File: src/hw/izh_config.svh
// izhikevich array configuration: sizes, 2.16 fixed-point constants, lfsr seed and taps
`ifndef IZH_CONFIG_SVH
`define IZH_CONFIG_SVH

//////////////////////////////////////////////////
// array size
`define IZH_IDX_W      4                    // neuron index bits
`define IZH_NEURONS    16                   // one ram word per neuron

//////////////////////////////////////////////////
// datapath, 2.16 two's complement
`define IZH_FIX_W      18                   // datapath word
`define IZH_C14        18'sh1_6666          // 1.4 constant term
`define IZH_V_THRESH   18'sh0_4CCC          // 0.30 spike threshold
`define IZH_V_INIT     18'sh3_4CCD          // v after init, about -0.70
`define IZH_U_INIT     18'sh3_CCCD          // u after init, about -0.20

//////////////////////////////////////////////////
// noise source
`define IZH_LFSR_SEED  128'h3333_3333_3333_3333_3333_3333_3333_32ff
// feedback mask, bits 127 125 100 98 set
`define IZH_LFSR_TAPS  128'hA000_0014_0000_0000_0000_0000_0000_0000

//////////////////////////////////////////////////
// register block
`define IZH_AXI_AW     5                    // byte address, 8 word slots

`endif

File: src/hw/izh_pkg.sv
// izhikevich array types shared by the datapath, the rams and the testbench
`include "izh_config.svh"

package izh_pkg;

	// one fixed-point word, 2 integer bits and 16 fraction bits
	typedef logic signed [`IZH_FIX_W-1:0] fix18_t;

	// neuron address into both state rams
	typedef logic [`IZH_IDX_W-1:0] idx_t;

	// shift amount standing in for a multiply
	// a and b of the model, and the epsp time constant tau
	typedef logic [3:0] shift_t;

	// membrane state of one neuron
	// v is the potential, u the recovery variable
	typedef struct packed
	{
		fix18_t v;   // upper half of the word
		fix18_t u;   // lower half
	} vu_state_t;

	// the epsp ram holds a bare fix18_t, no struct needed

endpackage

File: src/hw/izh_csr.sv
// izhikevich array register block, axi4-lite slave for run control, neuron parameters and spike count
`timescale 1ns/100ps
`include "izh_config.svh"

module izh_csr (
	input  logic                   readClock,
	input  logic                   rst_n,
	// axi4-lite write side
	input  logic [`IZH_AXI_AW-1:0] awaddr,
	input  logic                   awvalid,
	output logic                   awready,
	input  logic [31:0]            wdata,
	input  logic                   wvalid,
	output logic                   wready,
	output logic [1:0]             bresp,
	output logic                   bvalid,
	input  logic                   bready,
	// axi4-lite read side
	input  logic [`IZH_AXI_AW-1:0] araddr,
	input  logic                   arvalid,
	output logic                   arready,
	output logic [31:0]            rdata,
	output logic [1:0]             rresp,
	output logic                   rvalid,
	input  logic                   rready,
	// to the datapath
	output logic                   run,
	output izh_pkg::fix18_t        bias,
	output izh_pkg::fix18_t        drive_weight,
	output izh_pkg::shift_t        a,
	output izh_pkg::shift_t        b,
	output izh_pkg::shift_t        tau,
	output izh_pkg::fix18_t        c,
	output izh_pkg::fix18_t        d,
	// from the sequencer
	input  logic                   sweep_done,
	input  logic [`IZH_IDX_W:0]    spike_total
);
	import izh_pkg::*;

	// word offsets, awaddr[4:2]
	localparam logic [2:0] REG_CTRL   = 3'd0;
	localparam logic [2:0] REG_BIAS   = 3'd1;
	localparam logic [2:0] REG_WEIGHT = 3'd2;
	localparam logic [2:0] REG_SHIFTS = 3'd3;
	localparam logic [2:0] REG_C      = 3'd4;
	localparam logic [2:0] REG_D      = 3'd5;
	localparam logic [2:0] REG_LAST   = 3'd6;

	// fast spiking cell after reset
	localparam fix18_t DEF_WEIGHT = 18'sh0_1000;   // 1/16
	localparam fix18_t DEF_C      = 18'sh3_599A;   // -0.65
	localparam fix18_t DEF_D      = 18'sh0_147A;   // 0.08
	localparam shift_t DEF_A      = 4'd3;          // 0.125
	localparam shift_t DEF_B      = 4'd2;          // 0.25
	localparam shift_t DEF_TAU    = 4'd2;

	logic                wr_ready;      // shared by aw and w
	logic                ar_ready;
	logic                wr_fire;
	logic                rd_fire;
	logic [31:0]         rd_word;
	logic [`IZH_IDX_W:0] last_spikes;   // count of the last full sweep

	assign awready = wr_ready;
	assign wready  = wr_ready;
	assign arready = ar_ready;
	assign bresp   = 2'b00;   // always okay
	assign rresp   = 2'b00;
	assign wr_fire = wr_ready & awvalid & wvalid;
	assign rd_fire = ar_ready & arvalid;

	//////////////////////////////////////////////////
	// handshakes
	always_ff @(posedge readClock or negedge rst_n)
	begin
		if (!rst_n)
		begin
			wr_ready <= 1'b0;
			bvalid   <= 1'b0;
			ar_ready <= 1'b0;
			rvalid   <= 1'b0;
		end
		else
		begin
			// one-cycle ready pulse once aw and w are both up, held off by a pending b
			wr_ready <= ~wr_ready & awvalid & wvalid & ~bvalid;
			ar_ready <= ~ar_ready & arvalid & ~rvalid;   // one read in flight
			if (wr_fire)
				bvalid <= 1'b1;
			else if (bready)
				bvalid <= 1'b0;
			if (rd_fire)
				rvalid <= 1'b1;
			else if (rready)
				rvalid <= 1'b0;
		end
	end

	//////////////////////////////////////////////////
	// register file, full-word writes
	always_ff @(posedge readClock or negedge rst_n)
	begin
		if (!rst_n)
		begin
			run          <= 1'b0;
			bias         <= '0;   // no drive
			drive_weight <= DEF_WEIGHT;
			a            <= DEF_A;
			b            <= DEF_B;
			tau          <= DEF_TAU;
			c            <= DEF_C;
			d            <= DEF_D;
			last_spikes  <= '0;
		end
		else
		begin
			if (wr_fire)
			begin
				case (awaddr[`IZH_AXI_AW-1:2])
					REG_CTRL:   run          <= wdata[0];
					REG_BIAS:   bias         <= wdata[`IZH_FIX_W-1:0];
					REG_WEIGHT: drive_weight <= wdata[`IZH_FIX_W-1:0];
					REG_SHIFTS:
					begin
						a   <= wdata[3:0];
						b   <= wdata[7:4];
						tau <= wdata[11:8];
					end
					REG_C:      c            <= wdata[`IZH_FIX_W-1:0];
					REG_D:      d            <= wdata[`IZH_FIX_W-1:0];
					default:    ;   // last_spikes and holes ignore writes
				endcase
			end
			if (sweep_done)
				last_spikes <= spike_total;   // snapshot at end of sweep
		end
	end

	// read decode, holes return zero
	always_comb
	begin
		rd_word = '0;
		case (araddr[`IZH_AXI_AW-1:2])
			REG_CTRL:   rd_word = {31'd0, run};
			REG_BIAS:   rd_word = {{(32-`IZH_FIX_W){1'b0}}, bias};
			REG_WEIGHT: rd_word = {{(32-`IZH_FIX_W){1'b0}}, drive_weight};
			REG_SHIFTS: rd_word = {20'd0, tau, b, a};
			REG_C:      rd_word = {{(32-`IZH_FIX_W){1'b0}}, c};
			REG_D:      rd_word = {{(32-`IZH_FIX_W){1'b0}}, d};
			REG_LAST:   rd_word = {{(31-`IZH_IDX_W){1'b0}}, last_spikes};
			default:    rd_word = '0;
		endcase
	end

	always_ff @(posedge readClock)
	begin
		if (rd_fire)
			rdata <= rd_word;   // held with rvalid
	end

endmodule

File: src/hw/state_ram.sv
// neuron state ram, one write port and one synchronous read port, payload set by type parameter
`timescale 1ns/100ps
`include "izh_config.svh"

module state_ram #(
	parameter type payload_t = izh_pkg::fix18_t   // vu_state_t or fix18_t
) (
	input  logic          readClock,
	input  izh_pkg::idx_t rd_idx,     // neuron being fetched
	output payload_t      rd_data,    // valid one cycle after rd_idx
	input  logic          wr_en,
	input  izh_pkg::idx_t wr_idx,     // neuron being written back
	input  payload_t      wr_data
);
	import izh_pkg::*;

	// one word per neuron, filled by the init sweep
	payload_t mem [`IZH_NEURONS];

	always_ff @(posedge readClock)
	begin
		if (wr_en)
			mem[wr_idx] <= wr_data;   // write-back of the previous neuron
		rd_data <= mem[rd_idx];       // old data on a same-address collision
	end

endmodule

File: src/hw/poisson_drive.sv
// stochastic input drive, 128-bit lfsr compared against a bias once per neuron step
`timescale 1ns/100ps
`include "izh_config.svh"

module poisson_drive (
	input  logic            readClock,
	input  logic            rst_n,
	input  logic            init,    // array idle, hold the seed
	input  logic            step,    // one neuron written back
	input  izh_pkg::fix18_t bias,    // firing probability, 0x10000 and up is always on
	output logic            drive
);
	import izh_pkg::*;

	logic [127:0] lfsr;
	logic         fb;       // xor of the taps
	fix18_t       sample;   // low 16 bits as a positive 2.16 value

	assign fb     = ^(lfsr & `IZH_LFSR_TAPS);
	assign sample = fix18_t'({2'b00, lfsr[15:0]});
	assign drive  = (sample < bias);   // current lfsr value, before this step's shift

	always_ff @(posedge readClock or negedge rst_n)
	begin
		if (!rst_n)
			lfsr <= `IZH_LFSR_SEED;
		else if (init)
			lfsr <= `IZH_LFSR_SEED;   // every run replays the same sequence
		else if (step)
			lfsr <= {lfsr[126:0], fb};
	end

endmodule

File: src/hw/neuron_sweep.sv
// neuron index sequencer, read to write-back pipeline and per-sweep spike count
`timescale 1ns/100ps
`include "izh_config.svh"

module neuron_sweep (
	input  logic                readClock,
	input  logic                rst_n,
	input  logic                run,
	input  logic                spike,          // from the neuron being written
	output izh_pkg::idx_t       rd_idx,
	output izh_pkg::idx_t       wr_idx,
	output logic                wr_en,
	output logic                init,           // write stage stores reset state
	output logic                sweep_done,     // one pulse per completed sweep
	output logic [`IZH_IDX_W:0] spike_total     // valid with sweep_done
);
	import izh_pkg::*;

	localparam idx_t LAST_IDX = idx_t'(`IZH_NEURONS - 1);

	logic                run_q;     // run as seen by the write stage
	logic                run_rise;
	logic                compute;   // real update being written
	idx_t                cnt;       // next read index
	logic [`IZH_IDX_W:0] acc;       // running spike sum

	assign run_rise = run & ~run_q;
	assign rd_idx   = run_rise ? '0 : cnt;   // restart the sweep at neuron 0
	assign init     = ~run_q;
	assign compute  = wr_en & ~init;

	always_ff @(posedge readClock or negedge rst_n)
	begin
		if (!rst_n)
		begin
			run_q  <= 1'b0;
			cnt    <= '0;
			wr_idx <= '0;
			wr_en  <= 1'b0;   // no read issued yet
		end
		else
		begin
			run_q  <= run;
			cnt    <= rd_idx + 1'b1;   // wraps 15 to 0
			wr_idx <= rd_idx;          // ram data arrives with this index
			wr_en  <= 1'b1;            // swept every cycle, running or not
		end
	end

	//////////////////////////////////////////////////
	// spike accumulation
	always_ff @(posedge readClock or negedge rst_n)
	begin
		if (!rst_n)
		begin
			acc         <= '0;
			spike_total <= '0;
			sweep_done  <= 1'b0;
		end
		else
		begin
			sweep_done <= 1'b0;
			if (compute)
			begin
				if (wr_idx == '0)
					acc <= (`IZH_IDX_W+1)'(spike);   // first neuron restarts the sum
				else
					acc <= acc + spike;
				if (wr_idx == LAST_IDX && run)
				begin
					sweep_done  <= 1'b1;
					spike_total <= acc + spike;
				end
			end
		end
	end

endmodule

File: src/hw/izh_update.sv
// izhikevich neuron update, 2.16 fixed point, with low-pass filtered input current
`timescale 1ns/100ps
`include "izh_config.svh"

module izh_update (
	input  logic               init,           // emit the reset state
	input  izh_pkg::vu_state_t state_in,       // from the vu ram
	input  izh_pkg::fix18_t    epsp_in,        // from the epsp ram
	input  logic               drive,          // poisson input this step
	input  izh_pkg::fix18_t    drive_weight,
	input  izh_pkg::shift_t    a,
	input  izh_pkg::shift_t    b,
	input  izh_pkg::shift_t    tau,
	input  izh_pkg::fix18_t    c,              // v after a spike
	input  izh_pkg::fix18_t    d,              // u increment after a spike
	output izh_pkg::vu_state_t state_out,
	output izh_pkg::fix18_t    epsp_out,
	output logic               spike
);
	import izh_pkg::*;

	localparam int W = `IZH_FIX_W;

	fix18_t              v;
	fix18_t              u;
	fix18_t              i_in;       // input current
	fix18_t              epsp_neg;
	fix18_t              epsp_new;
	logic signed [2*W-1:0] v_prod;   // full v*v
	fix18_t              v_sq;       // v*v back in 2.16
	fix18_t              v_new;
	fix18_t              v_b;        // b*v
	fix18_t              u_diff;
	fix18_t              u_new;
	fix18_t              u_jump;
	logic                fire;

	assign v = state_in.v;
	assign u = state_in.u;

	//////////////////////////////////////////////////
	// input filter
	// epsp' = epsp + (I - epsp)/2^tau, I added unscaled
	assign i_in     = drive ? drive_weight : '0;
	assign epsp_neg = -epsp_in;
	assign epsp_new = epsp_in + (epsp_neg >>> tau) + i_in;

	//////////////////////////////////////////////////
	// membrane potential
	assign v_prod = v * v;                              // signed 36-bit product
	assign v_sq   = {v_prod[2*W-1], v_prod[2*W-4:W-2]};  // sign plus bits 32:16
	assign fire   = (v > `IZH_V_THRESH);

	// v' = v + 4v^2 + 5v + 1.4 - u + epsp, old epsp used
	assign v_new = v + (v_sq <<< 2) + v + (v <<< 2) + `IZH_C14 - u + epsp_in;

	// recovery, u' = u + a(bv - u) with a and b as shifts
	assign v_b    = v >>> b;
	assign u_diff = v_b - u;
	assign u_new  = u + (u_diff >>> a);
	assign u_jump = u + d;   // after-spike bump

	//////////////////////////////////////////////////
	// next state select
	always_comb
	begin
		if (init)
		begin
			state_out.v = `IZH_V_INIT;   // resting cell
			state_out.u = `IZH_U_INIT;
		end
		else if (fire)
		begin
			state_out.v = c;
			state_out.u = u_jump;
		end
		else
		begin
			state_out.v = v_new;
			state_out.u = u_new;
		end
	end

	assign epsp_out = init ? '0 : epsp_new;
	assign spike    = fire & ~init;   // no spikes while initialising

endmodule

File: src/hw/izh_array_top.sv
// izhikevich array top, register block, sequencer, noise drive, update datapath and state rams
`timescale 1ns/100ps
`include "izh_config.svh"

module izh_array_top (
	input  logic                   readClock,
	input  logic                   rst_n,
	// axi4-lite slave
	input  logic [`IZH_AXI_AW-1:0] awaddr,
	input  logic                   awvalid,
	output logic                   awready,
	input  logic [31:0]            wdata,
	input  logic                   wvalid,
	output logic                   wready,
	output logic [1:0]             bresp,
	output logic                   bvalid,
	input  logic                   bready,
	input  logic [`IZH_AXI_AW-1:0] araddr,
	input  logic                   arvalid,
	output logic                   arready,
	output logic [31:0]            rdata,
	output logic [1:0]             rresp,
	output logic                   rvalid,
	input  logic                   rready,
	// sweep status
	output logic                   sweep_done,
	output logic [`IZH_IDX_W:0]    spike_total
);
	import izh_pkg::*;

	logic      run;
	fix18_t    bias;
	fix18_t    drive_weight;
	shift_t    a;
	shift_t    b;
	shift_t    tau;
	fix18_t    c;
	fix18_t    d;
	idx_t      rd_idx;
	idx_t      wr_idx;
	logic      wr_en;      // also the lfsr step
	logic      init;
	logic      drive;
	logic      spike;
	vu_state_t vu_rd;
	vu_state_t vu_wr;
	fix18_t    epsp_rd;
	fix18_t    epsp_wr;

	//////////////////////////////////////////////////
	// control
	izh_csr u_izh_csr (
		.readClock(readClock), .rst_n(rst_n),
		.awaddr(awaddr), .awvalid(awvalid), .awready(awready),
		.wdata(wdata), .wvalid(wvalid), .wready(wready),
		.bresp(bresp), .bvalid(bvalid), .bready(bready),
		.araddr(araddr), .arvalid(arvalid), .arready(arready),
		.rdata(rdata), .rresp(rresp), .rvalid(rvalid), .rready(rready),
		.run(run), .bias(bias), .drive_weight(drive_weight),
		.a(a), .b(b), .tau(tau), .c(c), .d(d),
		.sweep_done(sweep_done), .spike_total(spike_total)
	);

	neuron_sweep u_neuron_sweep (
		.readClock(readClock), .rst_n(rst_n), .run(run), .spike(spike),
		.rd_idx(rd_idx), .wr_idx(wr_idx), .wr_en(wr_en), .init(init),
		.sweep_done(sweep_done), .spike_total(spike_total)
	);

	poisson_drive u_poisson_drive (
		.readClock(readClock), .rst_n(rst_n), .init(init),
		.step(wr_en), .bias(bias), .drive(drive)
	);

	//////////////////////////////////////////////////
	// datapath and state
	izh_update u_izh_update (
		.init(init), .state_in(vu_rd), .epsp_in(epsp_rd), .drive(drive),
		.drive_weight(drive_weight), .a(a), .b(b), .tau(tau), .c(c), .d(d),
		.state_out(vu_wr), .epsp_out(epsp_wr), .spike(spike)
	);

	state_ram #(.payload_t(vu_state_t)) u_vu_ram (
		.readClock(readClock), .rd_idx(rd_idx), .rd_data(vu_rd),
		.wr_en(wr_en), .wr_idx(wr_idx), .wr_data(vu_wr)
	);

	state_ram #(.payload_t(fix18_t)) u_epsp_ram (
		.readClock(readClock), .rd_idx(rd_idx), .rd_data(epsp_rd),
		.wr_en(wr_en), .wr_idx(wr_idx), .wr_data(epsp_wr)
	);

endmodule

File: config.mk
export PLATFORM = sky130hd
export DESIGN_NAME = izh_array_top
export DESIGN_NICKNAME = d
export VERILOG_FILES = /design/src/hw/izh_pkg.sv /design/src/hw/izh_csr.sv /design/src/hw/state_ram.sv /design/src/hw/poisson_drive.sv /design/src/hw/neuron_sweep.sv /design/src/hw/izh_update.sv /design/src/hw/izh_array_top.sv
export VERILOG_INCLUDE_DIRS = /design/src /design/src/hw
export SDC_FILE = /design/constraint.sdc
export NUM_CORES = 2
export LEC_CHECK = 0
export BUFFER_PORTS_ARGS = -buffer_cell sky130_fd_sc_hd__buf_2
export CORE_MARGIN = 5
export CORE_UTILIZATION = 55
export CTS_CLUSTER_DIAMETER = 120
export DETAILED_ROUTE_END_ITERATION = 12
export HOLD_SLACK_MARGIN = 0.1
export PLACE_DENSITY_LB_ADDON = 0.12
export SYNTH_ARGS = -nofsm -noshare
export SYNTH_HDL_FRONTEND = slang
export SYNTH_SLANG_ARGS = --single-unit
File: constraint.sdc
create_clock -name readClock -period 24.3 [get_ports readClock]
set_clock_uncertainty 0.15 [all_clocks]
set_input_delay 2.43 -clock readClock [delete_from_list [all_inputs] [get_ports readClock]]
set_output_delay 2.43 -clock readClock [all_outputs]
set_load 0.05 [all_outputs]
# [Yosys cells after proc, flatten, opt, wreduce, memory -nomap -nowiden]
# Memory sizes are Yosys's and may differ from the RTL's. A register that Yosys moved wholly into a read port is not among the register bits.
# Index checks and enable logic that the tools add are counted.
[word_totals] input_bits=49 word_cells=104 memories=2 output_inout_bits=47 latchBits=0 romBits=0 reg_bits=275 ram_bits=864
[mem_list] memory="u_vu_ram.mem" words=16 word_bits=36 read_ports=1 rd_clocked_by_memory_dff=1 write_ports=1 line_no="state_ram.sv:18" text="payload_t mem [`IZH_NEURONS];"
[mem_list] memory="u_epsp_ram.mem" words=16 word_bits=18 read_ports=1 rd_clocked_by_memory_dff=1 write_ports=1 line_no="state_ram.sv:18"
[classes] order_cmp=2 div_mod_pow=0 muxes=17 n_mul=1 n_bitwise=16 reduce_logical=14 shift=3 n_eq_ne=13 add_sub_neg=14
[ops] op="2-to-1 mux 128 bit" n=2
[ops] op="adder 18 bit" n=8
[ops] op="XOR reduction 128 bit" n=1
[ops] op="case mux 18 bit (7 select lines)" n=1
[ops] op="2-to-1 mux 36 bit" n=2
[ops] op=">>> shifter 18 x 4 -> 18 bit" n=3
[ops] op="2-to-1 mux 18 bit" n=2
[ops] op="subtractor 18 bit" n=2
[ops] op="multiplier 18 x 18 -> 32 bit" n=1
[ops] op="adder 18 bit (second input constant)" n=1
[ops] op="> comparator 18 x 16 -> 1 bit (second input constant)" n=1
[ops] op="less-than comparator 17 x 18 -> 1 bit" n=1
[ops] op="negator 18 bit" n=1
[ops] op="equality test 3 bit (second input constant)" n=5
[ops] op="AND reduction 2 bit" n=7
[ops] op="equality test 3 x 2 -> 1 bit (second input constant)" n=4
[ops] op="bitwise AND 1 bit" n=11
[ops] op="2-to-1 mux 1 bit" n=8
[ops] op="equality test 3 x 1 -> 1 bit (second input constant)" n=2
[ops] op="logical NOT 3 bit" n=2
[ops] op="adder 5 x 1 -> 5 bit" n=1
[ops] op="2-to-1 mux 5 bit" n=1
[ops] op="NOT 1 bit" n=5
[ops] op="adder 4 x 1 -> 4 bit (second input constant)" n=1
[ops] op="other kinds (6)" n=7

# [Depth between registers and ports, before layout]
[logic_depth] depth_word=9 ltp_mapped=44 ltp_nobuf=42

# [By module]
# From an unflattened synthesis, not the netlist that was laid out.
[unflattened] hier_cells=4478 area_unflattened_um2=63108.0
[by_module_without_submodules] module="state_ram at u_vu_ram" seq_area_each_um2=18017.3 cells_per_inst=938 area_each_um2=22320.2 n_inst=1
[by_module_without_submodules] module="izh_update" seq_area_each_um2=0.0 cells_per_inst=2164 area_each_um2=17704.5 n_inst=1
[by_module_without_submodules] module="state_ram at u_epsp_ram" seq_area_each_um2=9008.6 cells_per_inst=482 area_each_um2=11323.4 n_inst=1
[by_module_without_submodules] module="poisson_drive" seq_area_each_um2=3286.9 cells_per_inst=477 area_each_um2=5851.9 n_inst=1
[by_module_without_submodules] module="izh_csr" seq_area_each_um2=2920.3 cells_per_inst=351 area_each_um2=5041.1 n_inst=1
[by_module_without_submodules] module="neuron_sweep" seq_area_each_um2=525.5 cells_per_inst=66 area_each_um2=867.1 n_inst=1

# [Worst setup path after synthesis]
# No wires, ideal clock.
[synth_timing] path_type="reg-to-reg" start="reg, netlist name u_vu_ram.rd_data[26]" end="mem u_vu_ram.mem[0][35] (netlist bit), data pin" n_path_buf=1 setup_ns=0.393 required_time_ns=23.757 synth_period_minus_slack_ns=10.183 setup_slack_ns=14.117 path_stages_with_launch=38 arrival_ns=9.640 path_cell_list="dfxtp_1 > clkbuf_1 > clkinv_1 > nor2_1 > inv_1 > fa_1 > fa_1 > fa_1 > fa_1 > inv_1 > fa_1 > inv_1 > fa_1 > inv_1 > ha_1 > a21o_1 > or3_1 > o221ai_1 > [... 2 more ...] > fa_1 > inv_1 > fa_1 > inv_1 > fa_1 > inv_1 > ha_1 > fa_1 > a211oi_1 > nor2_1 > o41a_1 > nand4_1 > and3_1 > o41ai_1 > xnor2_1 > nor2_1 > o31ai_1 > o2111ai_1"
[synth_rtl] element="end: declaration" line_no="state_ram.sv:18"

==> impl_metrics.json <==
{
  "post-route-min-period_ns": 11.79,
  "path_class": "flip-flop to flip-flop",
  "status": "finished clean",
  "final_cell_mix": "882 x edfxtp_1, 758 x nand2_1, 544 x inv_1, 332 x fa_1, 222 x o22ai_1",
  "wire_per_inst_um": 24.3,
  "rsz0062_at_grt": "no",
  "wl_met1_mm": 68.7,
  "cts_buffers": 117,
  "max_stage_delay_ns": 1.00,
  "yosysTopAreaCellShare_pct": 42.5,
  "grt_start_max_net_pins": 170,
  "synth.avg_cell_area_um2": 12.0,
  "slowest_stage": "dfxtp_1",
  "overflow": 0,
  "gr-usage-all-layers_pct": 27.2,
  "numPortBuffers": 59,
  "start_util_pct": 55.4,
  "dr.pass1.iters": 7,
  "hpwlAfterDp_mm": 102,
  "syn_inst": 5200,
  "vias": 40440,
  "die_y_um": 347,
  "synth_warnings": 0,
  "yosysTopAreaCell": "edfxtp_1",
  "finalSetupViolations": 0,
  "clock_path_buffers": 3,
  "clk_pin_slew_ns": 0.07,
  "crit_path_start_kind": "flip-flop",
  "ant_nets": 0,
  "crit_path_end_kind": "flip-flop",
  "syn_to_final_growth_pct": 9.51,
  "num_rows": 123,
  "ys_ff_latch": 1179,
  "crit_arrival_ns": 12.07,
  "synth_ff_type": "edfxtp_1",
  "fin_setup_tns_ns": 0,
  "ys_types": 77,
  "die_w_um": 347,
  "clk_latency_ns": 0.73,
  "wl_met3_mm": 9.85,
  "hold_path_class": "flip-flop to flip-flop",
  "drt_iter0_drc": 3520,
  "clockRootBuffer": "clkbuf_16",
  "finalMaxSlewViolations": 0,
  "worstPathRequired_ns": 24.58,
  "cts.hold.buffers_added": 0,
  "drc_errors": 0,
  "coreArea_um2": 112000,
  "worst_pin_slew_ns": 1.17,
  "utilization_pct": 60.7,
  "cts_setup_buffers": 0,
  "first_global_vias": 40556,
  "io_pins": 96,
  "place_congestion": 0.923,
  "max_freq_mhz": 84.8,
  "cts_tree": "yes",
  "htree_levels": 3,
  "syn_area_um2": 62400,
  "cp_max_fo": 16,
  "cts_sinks": 1179,
  "synth_seq_area_share_pct": 54.1,
  "synthArstFlopShare_pct": 20.6,
  "layout_commonest_cell": "edfxtp_1",
  "routed_wl_mm": 165,
  "ctsResizeCount": 0,
  "top_layer": "met4",
  "wl_met2_mm": 81.3,
  "cap_violations": 0,
  "grt_first_pass_wirelength_mm": 250,
  "finalCritPeriodShare_pct": 48.5,
  "nets": 5778,
  "drive_above_1_share_pct": 11.0,
  "via_per_inst": 5.95,
  "synth_area_leaders": "edfxtp_1 42%, fa_1 11%, dfrtp_1 6.2%",
  "slew_headroom_pct": 22.2,
  "antenna_found_initial": 0,
  "synth-edff-count": 882,
  "die_area_um2": 120000,
  "crit_top_cell": "fa_1",
  "hold_violations": 0
}
==> sequential cells by signal, indices dropped and copies added (netlist names), 5 cells and up <==
register                    count
u_epsp_ram.mem                288
u_epsp_ram.rd_data             18
u_izh_csr.bias                 18
u_izh_csr.c                    18
u_izh_csr.d                    18
u_izh_csr.drive_weight         18
u_izh_csr.last_spikes           5
u_izh_csr.rdata                18
u_neuron_sweep.acc              5
u_neuron_sweep.spike_total      5
u_poisson_drive.lfsr          128
u_vu_ram.mem                  576
u_vu_ram.rd_data               36
==> worst paths after layout <==
kind	from	slack, ns	endpoint	cells past startpoint
max	u_vu_ram.rd_data[34]$_DFF_P_	12.51	u_vu_ram.mem[6][35]$_DFFE_PP_	34
min	u_izh_csr.bvalid$_DFFE_PN0P_	0.30	u_izh_csr.awready$_DFF_PN0_	1
max reg2reg	u_vu_ram.rd_data[34]$_DFF_P_	12.51	u_vu_ram.mem[6][35]$_DFFE_PP_	34
min reg2reg	u_izh_csr.bvalid$_DFFE_PN0P_	0.30	u_izh_csr.awready$_DFF_PN0_	1
max in group asynchronous	rst_n	19.97	u_neuron_sweep.run_q$_DFF_PN0_	3
min in group asynchronous	rst_n	1.60	u_izh_csr.awready$_DFF_PN0_	1
==> kinds of logic after synthesis <==
family / count (synthesis) / synth area share [%]
buf+inv: 860 / 5.30
fa+ha+maj: 541 / 14.9
simple gates: 1259 / 8.71
flops: 1179 / 54.1
other cells: 2 / 0.0120
xor+xnor: 115 / 1.67
compound gates: 951 / 10.1
mux: 293 / 5.24
==> metrics by stage <==
step	hold WS, ns	instance area [µm²]	setup slack, ns	instances
detailed placement	0.299	64300	12.58	6569
floorplan	0.249	62400	14.12	5217
finish	0.305	68300	12.51	6794
global placement	0.283	64300	12.62	6569
global route	0.321	68300	11.96	6793
CTS	0.308	68300	12.48	6793
==> synth_stat cells (89+ instances only) <==
| cell type | instances |
|---|---|
| edfxtp_1 | 882 |
| nand2_1 | 763 |
| inv_1 | 545 |
| fa_1 | 332 |
| clkbuf_1 | 245 |
| o22ai_1 | 222 |
| a21oi_1 | 210 |
| ha_1 | 209 |
| mux2i_1 | 180 |
| nor2_1 | 178 |
| a311oi_1 | 164 |
| dfrtp_1 | 154 |
| o21ai_0 | 99 |
| nor3_1 | 97 |
| mux2_2 | 96 |
| dfstp_2 | 89 |
==> layout make-up <==
class                           count  area (µm²)
Timing Repair Buffer              152        1030
Clock inverter                     59         679
Fill cell                        8895       44200
Clock buffer                      165        3290
Antenna cell                        1        2.50
Inverter                          560        2110
Sequential cell                  1179       33800
Multi-Input combinational cell   3178       25500
Tap cell                         1500        1880
==> routing by layer <==
layer / vias to the layer above / track usage, %
met5: - / 0
met3: 297 / 3.25
met1: 20448 / 37.1
met2: 1375 / 46.1
met4: 0 / 8.29
li1: 18320 / -
==> critical path, delay by kind of cell, from the launching register on <==
kind / cells / cell delay [ns]
buf+inv: 6 / 1.27
fa+ha+maj: 11 / 4.82
compound gates: 10 / 2.84
xor+xnor: 2 / 0.36
flops: 1 / 1.00
simple gates: 5 / 0.98
Power is not shown: default switching activity piles up to over one toggle a cycle in this logic, so the estimate is an artifact.
